File: config.mk
export PLATFORM = sky130hd
export DESIGN_NAME = mips_alu_array
export DESIGN_NICKNAME = d
export VERILOG_FILES = /design/src/source/alu_ops_pkg.sv /design/src/source/apb_regs_pkg.sv /design/src/source/alu_core.sv /design/src/source/alu_lane.sv /design/src/source/job_dispatcher.sv /design/src/source/result_collector.sv /design/src/source/mips_alu_array.sv
export SDC_FILE = /design/constraint.sdc
export NUM_CORES = 1
export LEC_CHECK = 0
export BUFFER_PORTS_ARGS = -buffer_cell sky130_fd_sc_hd__buf_2
export CORE_MARGIN = 4
export CORE_UTILIZATION = 45
export CTS_CLUSTER_DIAMETER = 150
export DETAILED_ROUTE_END_ITERATION = 6
export GPL_ROUTABILITY_DRIVEN = 0
export PLACE_DENSITY = 0.65
export SYNTH_ARGS = -nofsm -noshare
export SYNTH_HDL_FRONTEND = slang
export SYNTH_SLANG_ARGS = --single-unit
File: constraint.sdc
create_clock -name clk -period 23.8 [get_ports clk]
set_input_delay 0 -clock clk [delete_from_list [all_inputs] [get_ports clk]]
set_output_delay 0 -clock clk [all_outputs]
set_load 0.02 [all_outputs]
File: src/source/alu_ops_pkg.sv
`default_nettype none

package alu_ops_pkg;

	localparam int data_width = 32;
	localparam int num_lanes = 4;
	localparam int lane_bits = $clog2(num_lanes);
	localparam int shamt_bits = $clog2(data_width); // shift amount comes from a[4:0]
	localparam int count_width = $clog2(data_width) + 1; // clo/clz can reach 32

	// mips encoding with unused codes at 15 and 23 up
	typedef enum logic [4:0] {
		op_add  = 5'd0,
		op_sub  = 5'd1,
		op_or   = 5'd2,
		op_and  = 5'd3,
		op_nor  = 5'd4,
		op_xor  = 5'd5,
		op_sll  = 5'd6,
		op_srl  = 5'd7,
		op_sra  = 5'd8,
		op_slt  = 5'd9,
		op_sltu = 5'd10,
		op_move = 5'd11, // movn/movz pass a through
		op_addu = 5'd12,
		op_clo  = 5'd13,
		op_clz  = 5'd14,
		op_subu = 5'd16,
		op_teq  = 5'd17,
		op_tge  = 5'd18,
		op_tgeu = 5'd19,
		op_tlt  = 5'd20,
		op_tltu = 5'd21,
		op_tne  = 5'd22
	} alu_op_e;

	typedef struct packed {
		logic [data_width-1:0] a;
		logic [data_width-1:0] b;
		alu_op_e op;
	} alu_job_t;

	typedef struct packed {
		logic [data_width-1:0] c;
		logic overflow;
		logic trap;
	} alu_result_t;

endpackage

`default_nettype wire

File: src/source/apb_regs_pkg.sv
`default_nettype none

package apb_regs_pkg;

	localparam int apb_addr_width = 8;
	localparam int apb_data_width = 32;

	typedef struct packed {
		logic psel;
		logic penable;
		logic pwrite;
		logic [apb_addr_width-1:0] paddr;
		logic [apb_data_width-1:0] pwdata;
	} apb_req_t;

	typedef struct packed {
		logic [apb_data_width-1:0] prdata;
		logic pready;
		logic pslverr;
	} apb_rsp_t;

	localparam logic [apb_addr_width-1:0] addr_opa = 8'h00;
	localparam logic [apb_addr_width-1:0] addr_opb = 8'h04;
	localparam logic [apb_addr_width-1:0] addr_cmd = 8'h08;
	localparam logic [apb_addr_width-1:0] addr_status = 8'h0C;
	localparam logic [apb_addr_width-1:0] addr_result_base = 8'h10; // lane n at base + 4n

	localparam int cmd_op_lsb = 0; // opcode in cmd[4:0]
	localparam int cmd_lane_lsb = 8; // lane in cmd[9:8]

	localparam int status_done_lsb = 0;
	localparam int status_ovf_lsb = 8;
	localparam int status_trap_lsb = 16;

endpackage

`default_nettype wire

File: src/source/alu_core.sv
`default_nettype none

module alu_core (
	input  alu_ops_pkg::alu_job_t    job,
	output alu_ops_pkg::alu_result_t result
);

	logic [alu_ops_pkg::data_width-1:0] a;
	logic [alu_ops_pkg::data_width-1:0] b;
	logic [alu_ops_pkg::shamt_bits-1:0] shamt;
	logic [alu_ops_pkg::data_width-1:0] sum;
	logic [alu_ops_pkg::data_width-1:0] diff;
	logic [alu_ops_pkg::data_width-1:0] c_val;
	logic [alu_ops_pkg::count_width-1:0] clo_cnt;
	logic [alu_ops_pkg::count_width-1:0] clz_cnt;
	logic ones_run;
	logic zeros_run;
	logic lt_s;
	logic lt_u;
	logic eq;
	logic add_ovf;
	logic sub_ovf;
	logic ovf;
	logic trap_hit;

	assign a = job.a;
	assign b = job.b;
	assign shamt = a[alu_ops_pkg::shamt_bits-1:0];

	assign sum = a + b;
	assign diff = a - b;

	assign lt_s = $signed(a) < $signed(b);
	assign lt_u = a < b;
	assign eq = a == b;

	// operands of equal sign and a result of the other sign
	assign add_ovf = (a[alu_ops_pkg::data_width-1] == b[alu_ops_pkg::data_width-1]) &&
		(sum[alu_ops_pkg::data_width-1] != a[alu_ops_pkg::data_width-1]);
	assign sub_ovf = (a[alu_ops_pkg::data_width-1] != b[alu_ops_pkg::data_width-1]) &&
		(diff[alu_ops_pkg::data_width-1] != a[alu_ops_pkg::data_width-1]);

	// leading ones and zeros counted from the msb down
	always_comb begin
		clo_cnt = '0;
		clz_cnt = '0;
		ones_run = 1'b1;
		zeros_run = 1'b1;
		for (int i = alu_ops_pkg::data_width - 1; i >= 0; i--) begin
			ones_run = ones_run & a[i];
			zeros_run = zeros_run & ~a[i];
			clo_cnt = clo_cnt + {{(alu_ops_pkg::count_width-1){1'b0}}, ones_run};
			clz_cnt = clz_cnt + {{(alu_ops_pkg::count_width-1){1'b0}}, zeros_run};
		end
	end

	always_comb begin
		case (job.op)
			alu_ops_pkg::op_teq:  trap_hit = eq;
			alu_ops_pkg::op_tge:  trap_hit = ~lt_s;
			alu_ops_pkg::op_tgeu: trap_hit = ~lt_u;
			alu_ops_pkg::op_tlt:  trap_hit = lt_s;
			alu_ops_pkg::op_tltu: trap_hit = lt_u;
			alu_ops_pkg::op_tne:  trap_hit = ~eq;
			default:              trap_hit = 1'b0;
		endcase
	end

	always_comb begin
		case (job.op)
			alu_ops_pkg::op_add:  ovf = add_ovf;
			alu_ops_pkg::op_sub:  ovf = sub_ovf;
			default:              ovf = 1'b0; // addu/subu never flag
		endcase
	end

	always_comb begin
		case (job.op)
			alu_ops_pkg::op_add,
			alu_ops_pkg::op_addu: c_val = sum;
			alu_ops_pkg::op_sub,
			alu_ops_pkg::op_subu: c_val = diff;
			alu_ops_pkg::op_or:   c_val = a | b;
			alu_ops_pkg::op_and:  c_val = a & b;
			alu_ops_pkg::op_nor:  c_val = ~(a | b);
			alu_ops_pkg::op_xor:  c_val = a ^ b;
			alu_ops_pkg::op_sll:  c_val = b << shamt;
			alu_ops_pkg::op_srl:  c_val = b >> shamt;
			alu_ops_pkg::op_sra:  c_val = $signed(b) >>> shamt;
			alu_ops_pkg::op_slt:  c_val = {{(alu_ops_pkg::data_width-1){1'b0}}, lt_s};
			alu_ops_pkg::op_sltu: c_val = {{(alu_ops_pkg::data_width-1){1'b0}}, lt_u};
			alu_ops_pkg::op_move: c_val = a;
			alu_ops_pkg::op_clo:
				c_val = {{(alu_ops_pkg::data_width-alu_ops_pkg::count_width){1'b0}}, clo_cnt};
			alu_ops_pkg::op_clz:
				c_val = {{(alu_ops_pkg::data_width-alu_ops_pkg::count_width){1'b0}}, clz_cnt};
			alu_ops_pkg::op_teq,
			alu_ops_pkg::op_tge,
			alu_ops_pkg::op_tgeu,
			alu_ops_pkg::op_tlt,
			alu_ops_pkg::op_tltu,
			alu_ops_pkg::op_tne:  c_val = {{(alu_ops_pkg::data_width-1){1'b0}}, trap_hit};
			default:              c_val = '0;
		endcase
	end

	assign result = '{c: c_val, overflow: ovf, trap: trap_hit};

endmodule

`default_nettype wire

File: src/source/alu_lane.sv
`default_nettype none

module alu_lane (
	input  logic                     clk,
	input  logic                     rst,
	input  logic                     issue,
	input  alu_ops_pkg::alu_job_t    job,
	output alu_ops_pkg::alu_result_t result,
	output logic                     valid
);

	alu_ops_pkg::alu_result_t core_out;

	alu_core u_core (
		.job    (job),
		.result (core_out)
	);

	// result only means something while valid is up
	always_ff @(posedge clk) begin
		if (issue) begin
			result <= core_out;
		end
	end

	always_ff @(posedge clk) begin
		if (rst) begin
			valid <= 1'b0;
		end else begin
			valid <= issue; // one cycle pulse per job
		end
	end

	// the collector stores whatever comes with valid
	a_valid_result_known: assert property (
		@(posedge clk) disable iff (rst)
		valid |-> !$isunknown(result)
	) else $error("lane result unknown while valid");

endmodule

`default_nettype wire

File: src/source/job_dispatcher.sv
`default_nettype none

module job_dispatcher (
	input  logic                                                         clk,
	input  logic                                                         rst,
	input  apb_regs_pkg::apb_req_t                                       apb_req,
	output apb_regs_pkg::apb_rsp_t                                       apb_rsp,
	output alu_ops_pkg::alu_job_t                                        job,
	output logic [alu_ops_pkg::num_lanes-1:0]                            issue,
	input  logic [31:0]                                                  status,
	input  logic [alu_ops_pkg::num_lanes-1:0][alu_ops_pkg::data_width-1:0] results,
	output logic [alu_ops_pkg::num_lanes-1:0]                            read_clear
);

	logic [alu_ops_pkg::data_width-1:0] opa;
	logic [alu_ops_pkg::data_width-1:0] opb;
	logic wr;
	logic rd;
	logic is_result;
	logic [alu_ops_pkg::lane_bits-1:0] rd_lane;
	alu_ops_pkg::alu_op_e cmd_op;
	logic [alu_ops_pkg::lane_bits-1:0] cmd_lane;
	logic op_ok;
	logic wr_ok;
	logic rd_ok;
	logic cmd_fire;

	// transfer completes on the access cycle since pready is tied high
	assign wr = apb_req.psel & apb_req.penable & apb_req.pwrite;
	assign rd = apb_req.psel & apb_req.penable & ~apb_req.pwrite;

	assign is_result = (apb_req.paddr >= apb_regs_pkg::addr_result_base) &&
		(apb_req.paddr < apb_regs_pkg::addr_result_base + 8'(4 * alu_ops_pkg::num_lanes)) &&
		(apb_req.paddr[1:0] == 2'b00);
	assign rd_lane = apb_req.paddr[2 +: alu_ops_pkg::lane_bits];

	assign cmd_op = alu_ops_pkg::alu_op_e'(apb_req.pwdata[apb_regs_pkg::cmd_op_lsb +: 5]);
	assign cmd_lane = apb_req.pwdata[apb_regs_pkg::cmd_lane_lsb +: alu_ops_pkg::lane_bits];

	always_comb begin
		case (cmd_op)
			alu_ops_pkg::op_add, alu_ops_pkg::op_sub, alu_ops_pkg::op_or,
			alu_ops_pkg::op_and, alu_ops_pkg::op_nor, alu_ops_pkg::op_xor,
			alu_ops_pkg::op_sll, alu_ops_pkg::op_srl, alu_ops_pkg::op_sra,
			alu_ops_pkg::op_slt, alu_ops_pkg::op_sltu, alu_ops_pkg::op_move,
			alu_ops_pkg::op_addu, alu_ops_pkg::op_clo, alu_ops_pkg::op_clz,
			alu_ops_pkg::op_subu, alu_ops_pkg::op_teq, alu_ops_pkg::op_tge,
			alu_ops_pkg::op_tgeu, alu_ops_pkg::op_tlt, alu_ops_pkg::op_tltu,
			alu_ops_pkg::op_tne: op_ok = 1'b1;
			default:             op_ok = 1'b0;
		endcase
	end

	// status and results are read only and cmd is write only
	assign wr_ok = (apb_req.paddr == apb_regs_pkg::addr_opa) ||
		(apb_req.paddr == apb_regs_pkg::addr_opb) ||
		((apb_req.paddr == apb_regs_pkg::addr_cmd) && op_ok);
	assign rd_ok = (apb_req.paddr == apb_regs_pkg::addr_opa) ||
		(apb_req.paddr == apb_regs_pkg::addr_opb) ||
		(apb_req.paddr == apb_regs_pkg::addr_status) || is_result;

	assign cmd_fire = wr && (apb_req.paddr == apb_regs_pkg::addr_cmd) && op_ok;

	always_comb begin
		apb_rsp.pready = 1'b1;
		apb_rsp.pslverr = (wr & ~wr_ok) | (rd & ~rd_ok);
		apb_rsp.prdata = '0;
		if (apb_req.paddr == apb_regs_pkg::addr_opa) apb_rsp.prdata = opa;
		else if (apb_req.paddr == apb_regs_pkg::addr_opb) apb_rsp.prdata = opb;
		else if (apb_req.paddr == apb_regs_pkg::addr_status) apb_rsp.prdata = status;
		else if (is_result) apb_rsp.prdata = results[rd_lane];
	end

	always_comb begin
		read_clear = '0;
		read_clear[rd_lane] = rd & is_result; // done drops on this access edge
	end

	always_ff @(posedge clk) begin
		if (rst) begin
			opa <= '0;
			opb <= '0;
			issue <= '0;
		end else begin
			issue <= '0;
			if (wr && apb_req.paddr == apb_regs_pkg::addr_opa) opa <= apb_req.pwdata;
			if (wr && apb_req.paddr == apb_regs_pkg::addr_opb) opb <= apb_req.pwdata;
			if (cmd_fire) issue[cmd_lane] <= 1'b1;
		end
	end

	always_ff @(posedge clk) begin
		if (cmd_fire) begin
			job <= '{a: opa, b: opb, op: cmd_op}; // shared bus and issue picks the lane
		end
	end

	a_issue_one_cycle: assert property (
		@(posedge clk) disable iff (rst) (issue != '0) |=> (issue == '0)
	) else $error("issue held for more than one cycle");

	a_no_issue_on_err: assert property (
		@(posedge clk) disable iff (rst) apb_rsp.pslverr |=> (issue == '0)
	) else $error("issue raised after an errored access");

endmodule

`default_nettype wire

File: src/source/result_collector.sv
`default_nettype none

module result_collector (
	input  logic                                                           clk,
	input  logic                                                           rst,
	input  alu_ops_pkg::alu_result_t [alu_ops_pkg::num_lanes-1:0]          lane_result,
	input  logic [alu_ops_pkg::num_lanes-1:0]                              lane_valid,
	input  logic [alu_ops_pkg::num_lanes-1:0]                              read_clear,
	output logic [31:0]                                                    status,
	output logic [alu_ops_pkg::num_lanes-1:0][alu_ops_pkg::data_width-1:0] results
);

	alu_ops_pkg::alu_result_t [alu_ops_pkg::num_lanes-1:0] store_q;
	logic [alu_ops_pkg::num_lanes-1:0] done_q;
	logic [alu_ops_pkg::num_lanes-1:0] ovf;
	logic [alu_ops_pkg::num_lanes-1:0] trap;

	always_ff @(posedge clk) begin
		if (rst) begin
			store_q <= '0;
			done_q <= '0;
		end else begin
			for (int i = 0; i < alu_ops_pkg::num_lanes; i++) begin
				if (lane_valid[i]) begin
					store_q[i] <= lane_result[i]; // overwrites an unread result
					done_q[i] <= 1'b1;
				end else if (read_clear[i]) begin
					done_q[i] <= 1'b0;
				end
			end
		end
	end

	always_comb begin
		for (int i = 0; i < alu_ops_pkg::num_lanes; i++) begin
			ovf[i] = store_q[i].overflow;
			trap[i] = store_q[i].trap;
			results[i] = store_q[i].c;
		end
	end

	always_comb begin
		status = '0;
		status[apb_regs_pkg::status_done_lsb +: alu_ops_pkg::num_lanes] = done_q;
		status[apb_regs_pkg::status_ovf_lsb +: alu_ops_pkg::num_lanes] = ovf;
		status[apb_regs_pkg::status_trap_lsb +: alu_ops_pkg::num_lanes] = trap;
	end

	// lanes are issued one at a time
	a_one_lane_valid: assert property (
		@(posedge clk) disable iff (rst) $onehot0(lane_valid)
	) else $error("more than one lane valid on the same edge");

endmodule

`default_nettype wire

File: src/source/mips_alu_array.sv
`default_nettype none

module mips_alu_array (
	input  logic                   clk,
	input  logic                   rst,
	input  apb_regs_pkg::apb_req_t apb_req,
	output apb_regs_pkg::apb_rsp_t apb_rsp
);

	alu_ops_pkg::alu_job_t job;
	logic [alu_ops_pkg::num_lanes-1:0] issue;
	alu_ops_pkg::alu_result_t [alu_ops_pkg::num_lanes-1:0] lane_result;
	logic [alu_ops_pkg::num_lanes-1:0] lane_valid;
	logic [alu_ops_pkg::num_lanes-1:0] read_clear;
	logic [31:0] status;
	logic [alu_ops_pkg::num_lanes-1:0][alu_ops_pkg::data_width-1:0] results;

	job_dispatcher u_dispatcher (
		.clk        (clk),
		.rst        (rst),
		.apb_req    (apb_req),
		.apb_rsp    (apb_rsp),
		.job        (job),
		.issue      (issue),
		.status     (status),
		.results    (results),
		.read_clear (read_clear)
	);

	for (genvar i = 0; i < alu_ops_pkg::num_lanes; i++) begin : g_lane
		alu_lane u_lane (
			.clk    (clk),
			.rst    (rst),
			.issue  (issue[i]),
			.job    (job),
			.result (lane_result[i]),
			.valid  (lane_valid[i])
		);
	end

	result_collector u_collector (
		.clk         (clk),
		.rst         (rst),
		.lane_result (lane_result),
		.lane_valid  (lane_valid),
		.read_clear  (read_clear),
		.status      (status),
		.results     (results)
	);

endmodule

`default_nettype wire

* Word-level counts from Yosys, hierarchy flattened
Memory sizes are Yosys's and may differ from the RTL's.
Cells that the tools add are included.
** Operators by class
- Shift operators :: 3
- Bitwise operators :: 113
- Order comparisons :: 8
- $add $sub $neg :: 64
- Equality and inequality tests :: 29
- Reductions and logical operators :: 26
- Muxes and demuxes :: 21
** Operators by type and width (count)
- $pmux 32 s15 :: 1
- $add 6x1->6 :: 52
- $mux 32 :: 5
- $and 1x1->1 :: 68
- $bmux 32 s2 :: 1
- $lt 32x32->1 :: 2
- $not 1->1 :: 39
- $eq 5x4->1 const B :: 7
- $eq 5x5->1 const B :: 7
- $add 32x32->32 :: 1
- $and 32x32->32 :: 1
- $eq 32x32->1 :: 1
- $not 32->32 :: 1
- $or 32x32->32 :: 1
- $shl 32x5->32 :: 1
- $shr 32x5->32 :: 1
- $sshr 32x5->32 :: 1
- $sub 32x32->32 :: 1
- $xor 32x32->32 :: 1
- $eq 5x3->1 const B :: 4
- $eq 8x4->1 const B :: 2
- $add 5x1->6 :: 2
- $logic_and 1x1->1 :: 11
- $add 4x1->5 :: 2
- other kinds (25) :: 51
** Storage, ports and cells
- Input port bits :: 45
- Bits in registers :: 417
- Memories kept :: 1
- Memory bits (read-only) :: 32
- Output and inout bits :: 34
** Memory list
- (no name shown) :: words 32, width 1, read ports 1, clocked after memory_dff 0, wr ports 0, line job_dispatcher.sv:41 : case (cmd_op)

* Depth between registers and ports, before layout
- Word-level depth :: 34
- Gate-level depth with buffers :: 29
- Depth with buffers taken out :: 28

* By module
From an unflattened synthesis, not the netlist that was laid out.
** Unflattened totals
- Cell total of the unflattened synthesis :: 7592
- Area total of the unflattened synthesis :: 60291.6 µm²
** Modules (own cells, without submodules)
- alu_core at g_lane[1].u_lane.u_core ... :: cells an instance 1615, area each 11034.3 µm², instances 2
- alu_core at g_lane[3].u_lane.u_core :: cells an instance 1497, area each 10834.1 µm², instances 1
- alu_core at g_lane[0].u_lane.u_core :: cells an instance 1575, area each 10815.4 µm², instances 1
- job_dispatcher :: cells an instance 669, area each 7095.6 µm², instances 1
- result_collector :: cells an instance 477, area each 5258.8 µm², instances 1
- alu_lane :: cells an instance 36, area each 1054.8 µm², instances 4

* Least setup slack after synthesis
OpenSTA, ideal clock, no wires.
- Kind :: register to register
- Start :: register u_dispatcher.job[68] (netlist name)
- End :: register g_lane[0].u_lane.result[4] (netlist bit), data pin
- Clock period less this slack :: 8295 ps
- Required time :: 23515 ps
- Arrival :: 8009 ps
- Cell stages (with the launch flop) :: 26
- Setup time :: 285 ps
- Slack :: 15505 ps
- Path through :: edfxtp_1 buf_6 or4_4 nor4_4 nand4_1 or4_4 or4_4 or3_4 nor3_4 nand2_2 nor4_4 nand2_1 fa_1 inv_1 fa_1 fa_1 fa_1 fa_1 fa_1 ha_1 inv_1 fa_1 xnor2_1 a221o_1 nor4_1 nand3_1
** RTL lines
- end signal, assigned :: line alu_lane.sv:22 : result <= core_out;
- end, declared :: line alu_lane.sv:8 : output alu_ops_pkg::alu_result_t result,

==> flow_metrics.env <==
export IMPL_ys_types=84
export IMPL_finalHoldViolCount=0
export IMPL_multi_input_area_um2=14000
export IMPL_fin_crit_sh_pct=40.6
export IMPL_clkPwrFrac_pct=43.9
export IMPL_post_dp_hpwl_mm=62.8
export IMPL_seqPwrFrac_pct=54.1
export IMPL_synth_edf_count=205
export IMPL_rows=87
export IMPL_ys_seq_area_share_pct=40.5
export IMPL_dieArea_um2=60900
export IMPL_crit_reg2reg_launch="u_dispatcher.job[68]"
export IMPL_rsz0062_at_grt="no"
export IMPL_cts_made_buffers=39
export IMPL_report_final_slew_viol_count=0
export IMPL_start_util_pct=45.5
export IMPL_maxSlewHeadroom_pct=13.8
export IMPL_internal_power_uw=1100
export IMPL_postCtsSetupBuffers=0
export IMPL_grt_overflow=0
export IMPL_startpoint_type="flop"
export IMPL_antenna_found_initial=3
export IMPL_final_util_pct=50.0
export IMPL_grt_use_met2_pct=43.0
export IMPL_status="finished with violations"
export IMPL_groute_usage_overall_pct=28.2
export IMPL_p_leak_uw=0.0105
export IMPL_clock_sinks=417
export IMPL_synth_cells=2761
export IMPL_worst_setup_path_type="reg2reg"
export IMPL_p_sw_share_pct=20.3
export IMPL_worst_slack_ns=14.13
export IMPL_clockRootBuffer="clkbuf_16"
export IMPL_post_drt_wl_per_cell_um=24.7
export IMPL_p_sw_uw=279
export IMPL_fp_dieH_um=247
export IMPL_fillers=5171
export IMPL_finalSetupViolCount=0
export IMPL_placed_area_um2=26600
export IMPL_synth_seq_cells=417
export IMPL_ant_nets=0
export IMPL_die_w_um=247
export IMPL_use_met3_pct=7.71
export IMPL_holdWs_ns=0.0153
export IMPL_synth_most_common_cell="nor2_1"
export IMPL_synth_top_area_cell="edfxtp_1"
export IMPL_synth_warning_count=0
export IMPL_critPathCaptureType="flop"
export IMPL_synth_common_cells="nor2_1 (357), nand2_1 (308), a21oi_1 (215)"
export IMPL_portBuffers=77
export IMPL_whs_path_depth=2
export IMPL_grt_max_degree=123
export IMPL_fin_crit_ns=9.67
export IMPL_fmax_mhz=103
export IMPL_min_from="rst"
export IMPL_drtIter0Drc=3127
export IMPL_crit_required_ns=24.03
export IMPL_syn_to_final_growth_pct=9.98
export IMPL_crit_fanout=11
export IMPL_violations="design-rule violations"
export IMPL_cts_tree="yes"
export IMPL_clk_path_buf_depth=3
export IMPL_vias=22515
export IMPL_drc_errors=8
export IMPL_core_um2=56400
export IMPL_drive_above_1_share_pct=10.1
export IMPL_syn_area_um2=25700
export IMPL_p_comb_share_pct=1.9
export IMPL_worstMarginPinSlew_ns=1.28
export IMPL_path_clk_slew_ns=0.06
export IMPL_clock_latency_ns=0.54
export IMPL_dpl_worst_slack_ns=14.33
export IMPL_fin_skew_ns=0.0160
export IMPL_async_flop_share_pct=0
export IMPL_arrival_ns=9.91
export IMPL_cp_startpoint="u_dispatcher.job[68]"
export IMPL_wirelength_mm=87.8
export IMPL_stdcell_area_um2=28200
export IMPL_synth_net_count=2966
export IMPL_dr_pass1_iters=7
export IMPL_h_tree_depth=2
export IMPL_global_route_usage_met1_pct=37.6
export IMPL_fin_tns_setup_ns=0
export IMPL_via_per_inst=6.34
export IMPL_grt_busiest_layer="met2"
export IMPL_pin_count=79
export IMPL_seq_area_um2=10400
export IMPL_synth_area_leaders="edfxtp_1 (24%), dfxtp_1 (17%), mux2i_1 (6.9%)"
export IMPL_vdd_ir_drop_max_uv=75.7
export IMPL_maxCapViolCount=0
export IMPL_fin_nets=2968
export IMPL_ys_flop_type="dfxtp_1"
export IMPL_syn_avg_cell_area_um2=9.29
export IMPL_grt_pass1_wl_mm=132
export IMPL_synth_top_area_share_pct=24.0
export IMPL_hold_class="in2reg"
export IMPL_r2r_cells=26
export IMPL_grt_pass1_vias=21371
export IMPL_p_per_area_nw_per_um2=48.8
==> through the flow <==
step,instances,power (uW)
floorplan,2761,774
finish,3550,1380
global placement,3444,784
detailed placement,3444,784
CTS,3549,1390
global route,3549,1420
==> what timing repair did <==
| action | 4_1_cts | 5_1_grt |
|---|---|---|
| resized for setup | 0 | 0 |
| hold buffers | 34 | 0 |
| endpoints found under the hold margin | 77 | 0 |
==> layout by cell type (no fill, tap or decap), types with 41 or more instances in the layout <==
cell | synthesis | final
a21oi_1 | 215 | 215
buf_2 | 0 | 76
buf_4 | 1 | 46
clkbuf_16 | 0 | 41
dfxtp_1 | 212 | 204
edfxtp_1 | 205 | 205
fa_1 | 50 | 50
ha_1 | 110 | 110
inv_1 | 158 | 157
mux2i_1 | 178 | 178
mux4_2 | 55 | 55
nand2_1 | 308 | 308
nand3_1 | 43 | 43
nor2_1 | 357 | 354
o21ai_0 | 171 | 171
==> kinds of logic after synthesis <==
kind of cell	count (synthesis)	synth area share (%)
other	1	0.0146
xor gates and xnor gates	18	0.614
buffers and inverters	354	5.22
DFF	417	40.5
adders and majority gates	161	9.30
and+or+nand+nor	886	15.1
muxes	242	12.2
AOI/OAI and AO/OA	682	17.0
==> registers in the layout, summed over array words and instances (netlist names) <==
signal / count
u_dispatcher.issue: 4
g_lane.u_lane.valid: 4
u_collector.status: 8
u_collector.done_q: 4
g_lane.u_lane.result: 136
u_collector.results: 128
u_dispatcher.opa: 32
u_dispatcher.job: 69
u_dispatcher.opb: 32
==> power by group through the flow <==
| stage | sequential (uW) | combinational, uW | clock [uW] |
|---|---|---|---|
| global route | 745 | 28.3 | 647 |
| CTS | 746 | 26.3 | 615 |
| finish | 746 | 26.6 | 605 |
| floorplan | 762 | 12.1 | 0 |
| global placement | 762 | 22.0 | 0 |
| detailed placement | 762 | 22.2 | 0 |
==> layer usage <==
metal  part of all wire, %  vias to the layer above
li1                      -                     9948
met1                    39                    10762
met2                    43                     1483
met3                    13                      320
met4                   5.5                        2
met5                 0.018                        -
==> cell type report <==
| type | instances | share of cell area (%) |
|---|---|---|
| flip-flops and latches | 417 | 36.9 |
| multi-input cells | 1990 | 49.5 |
| inverters | 158 | 2.10 |
| well taps | 756 | 3.35 |
| repair buffers | 157 | 3.82 |
| diodes | 1 | 0.00887 |
| clock buffers | 58 | 4.04 |
| clock inverters | 13 | 0.310 |
==> critical path, stage by stage, from the launching register on <==
cell and delay (ns):
edfxtp_1 0.67, and4_1 0.39, nand4_1 0.23, nor4_1 0.65, nand4_1 0.29, nor4_1 0.68, nand4_1 0.26, nor2_1 0.35
and4_1 0.33, nand4_1 0.21, nor3_1 0.30, fa_1 0.47, fa_1 0.39, inv_1 0.08, fa_1 0.45, fa_1 0.52
fa_1 0.52, fa_1 0.60, inv_1 0.06, ha_1 0.30, a21o_1 0.18, a21oi_1 0.22, xor2_1 0.24, o22ai_1 0.11
a221oi_1 0.30, nand4_1 0.14, a221o_1 0.40
==> path summary, 6_finish.rpt <==
| path | slack (ns) | end |
|---|---|---|
| hold / removal | 0.02 | u_collector.results[110] |
| hold reg to reg | 0.45 | u_dispatcher.job[20] |
| setup reg to reg | 14.13 | g_lane[3].u_lane.result[5] |
| setup / recovery | 14.13 | g_lane[3].u_lane.result[5] |
Note: power is estimated with default switching activity, not from simulation.
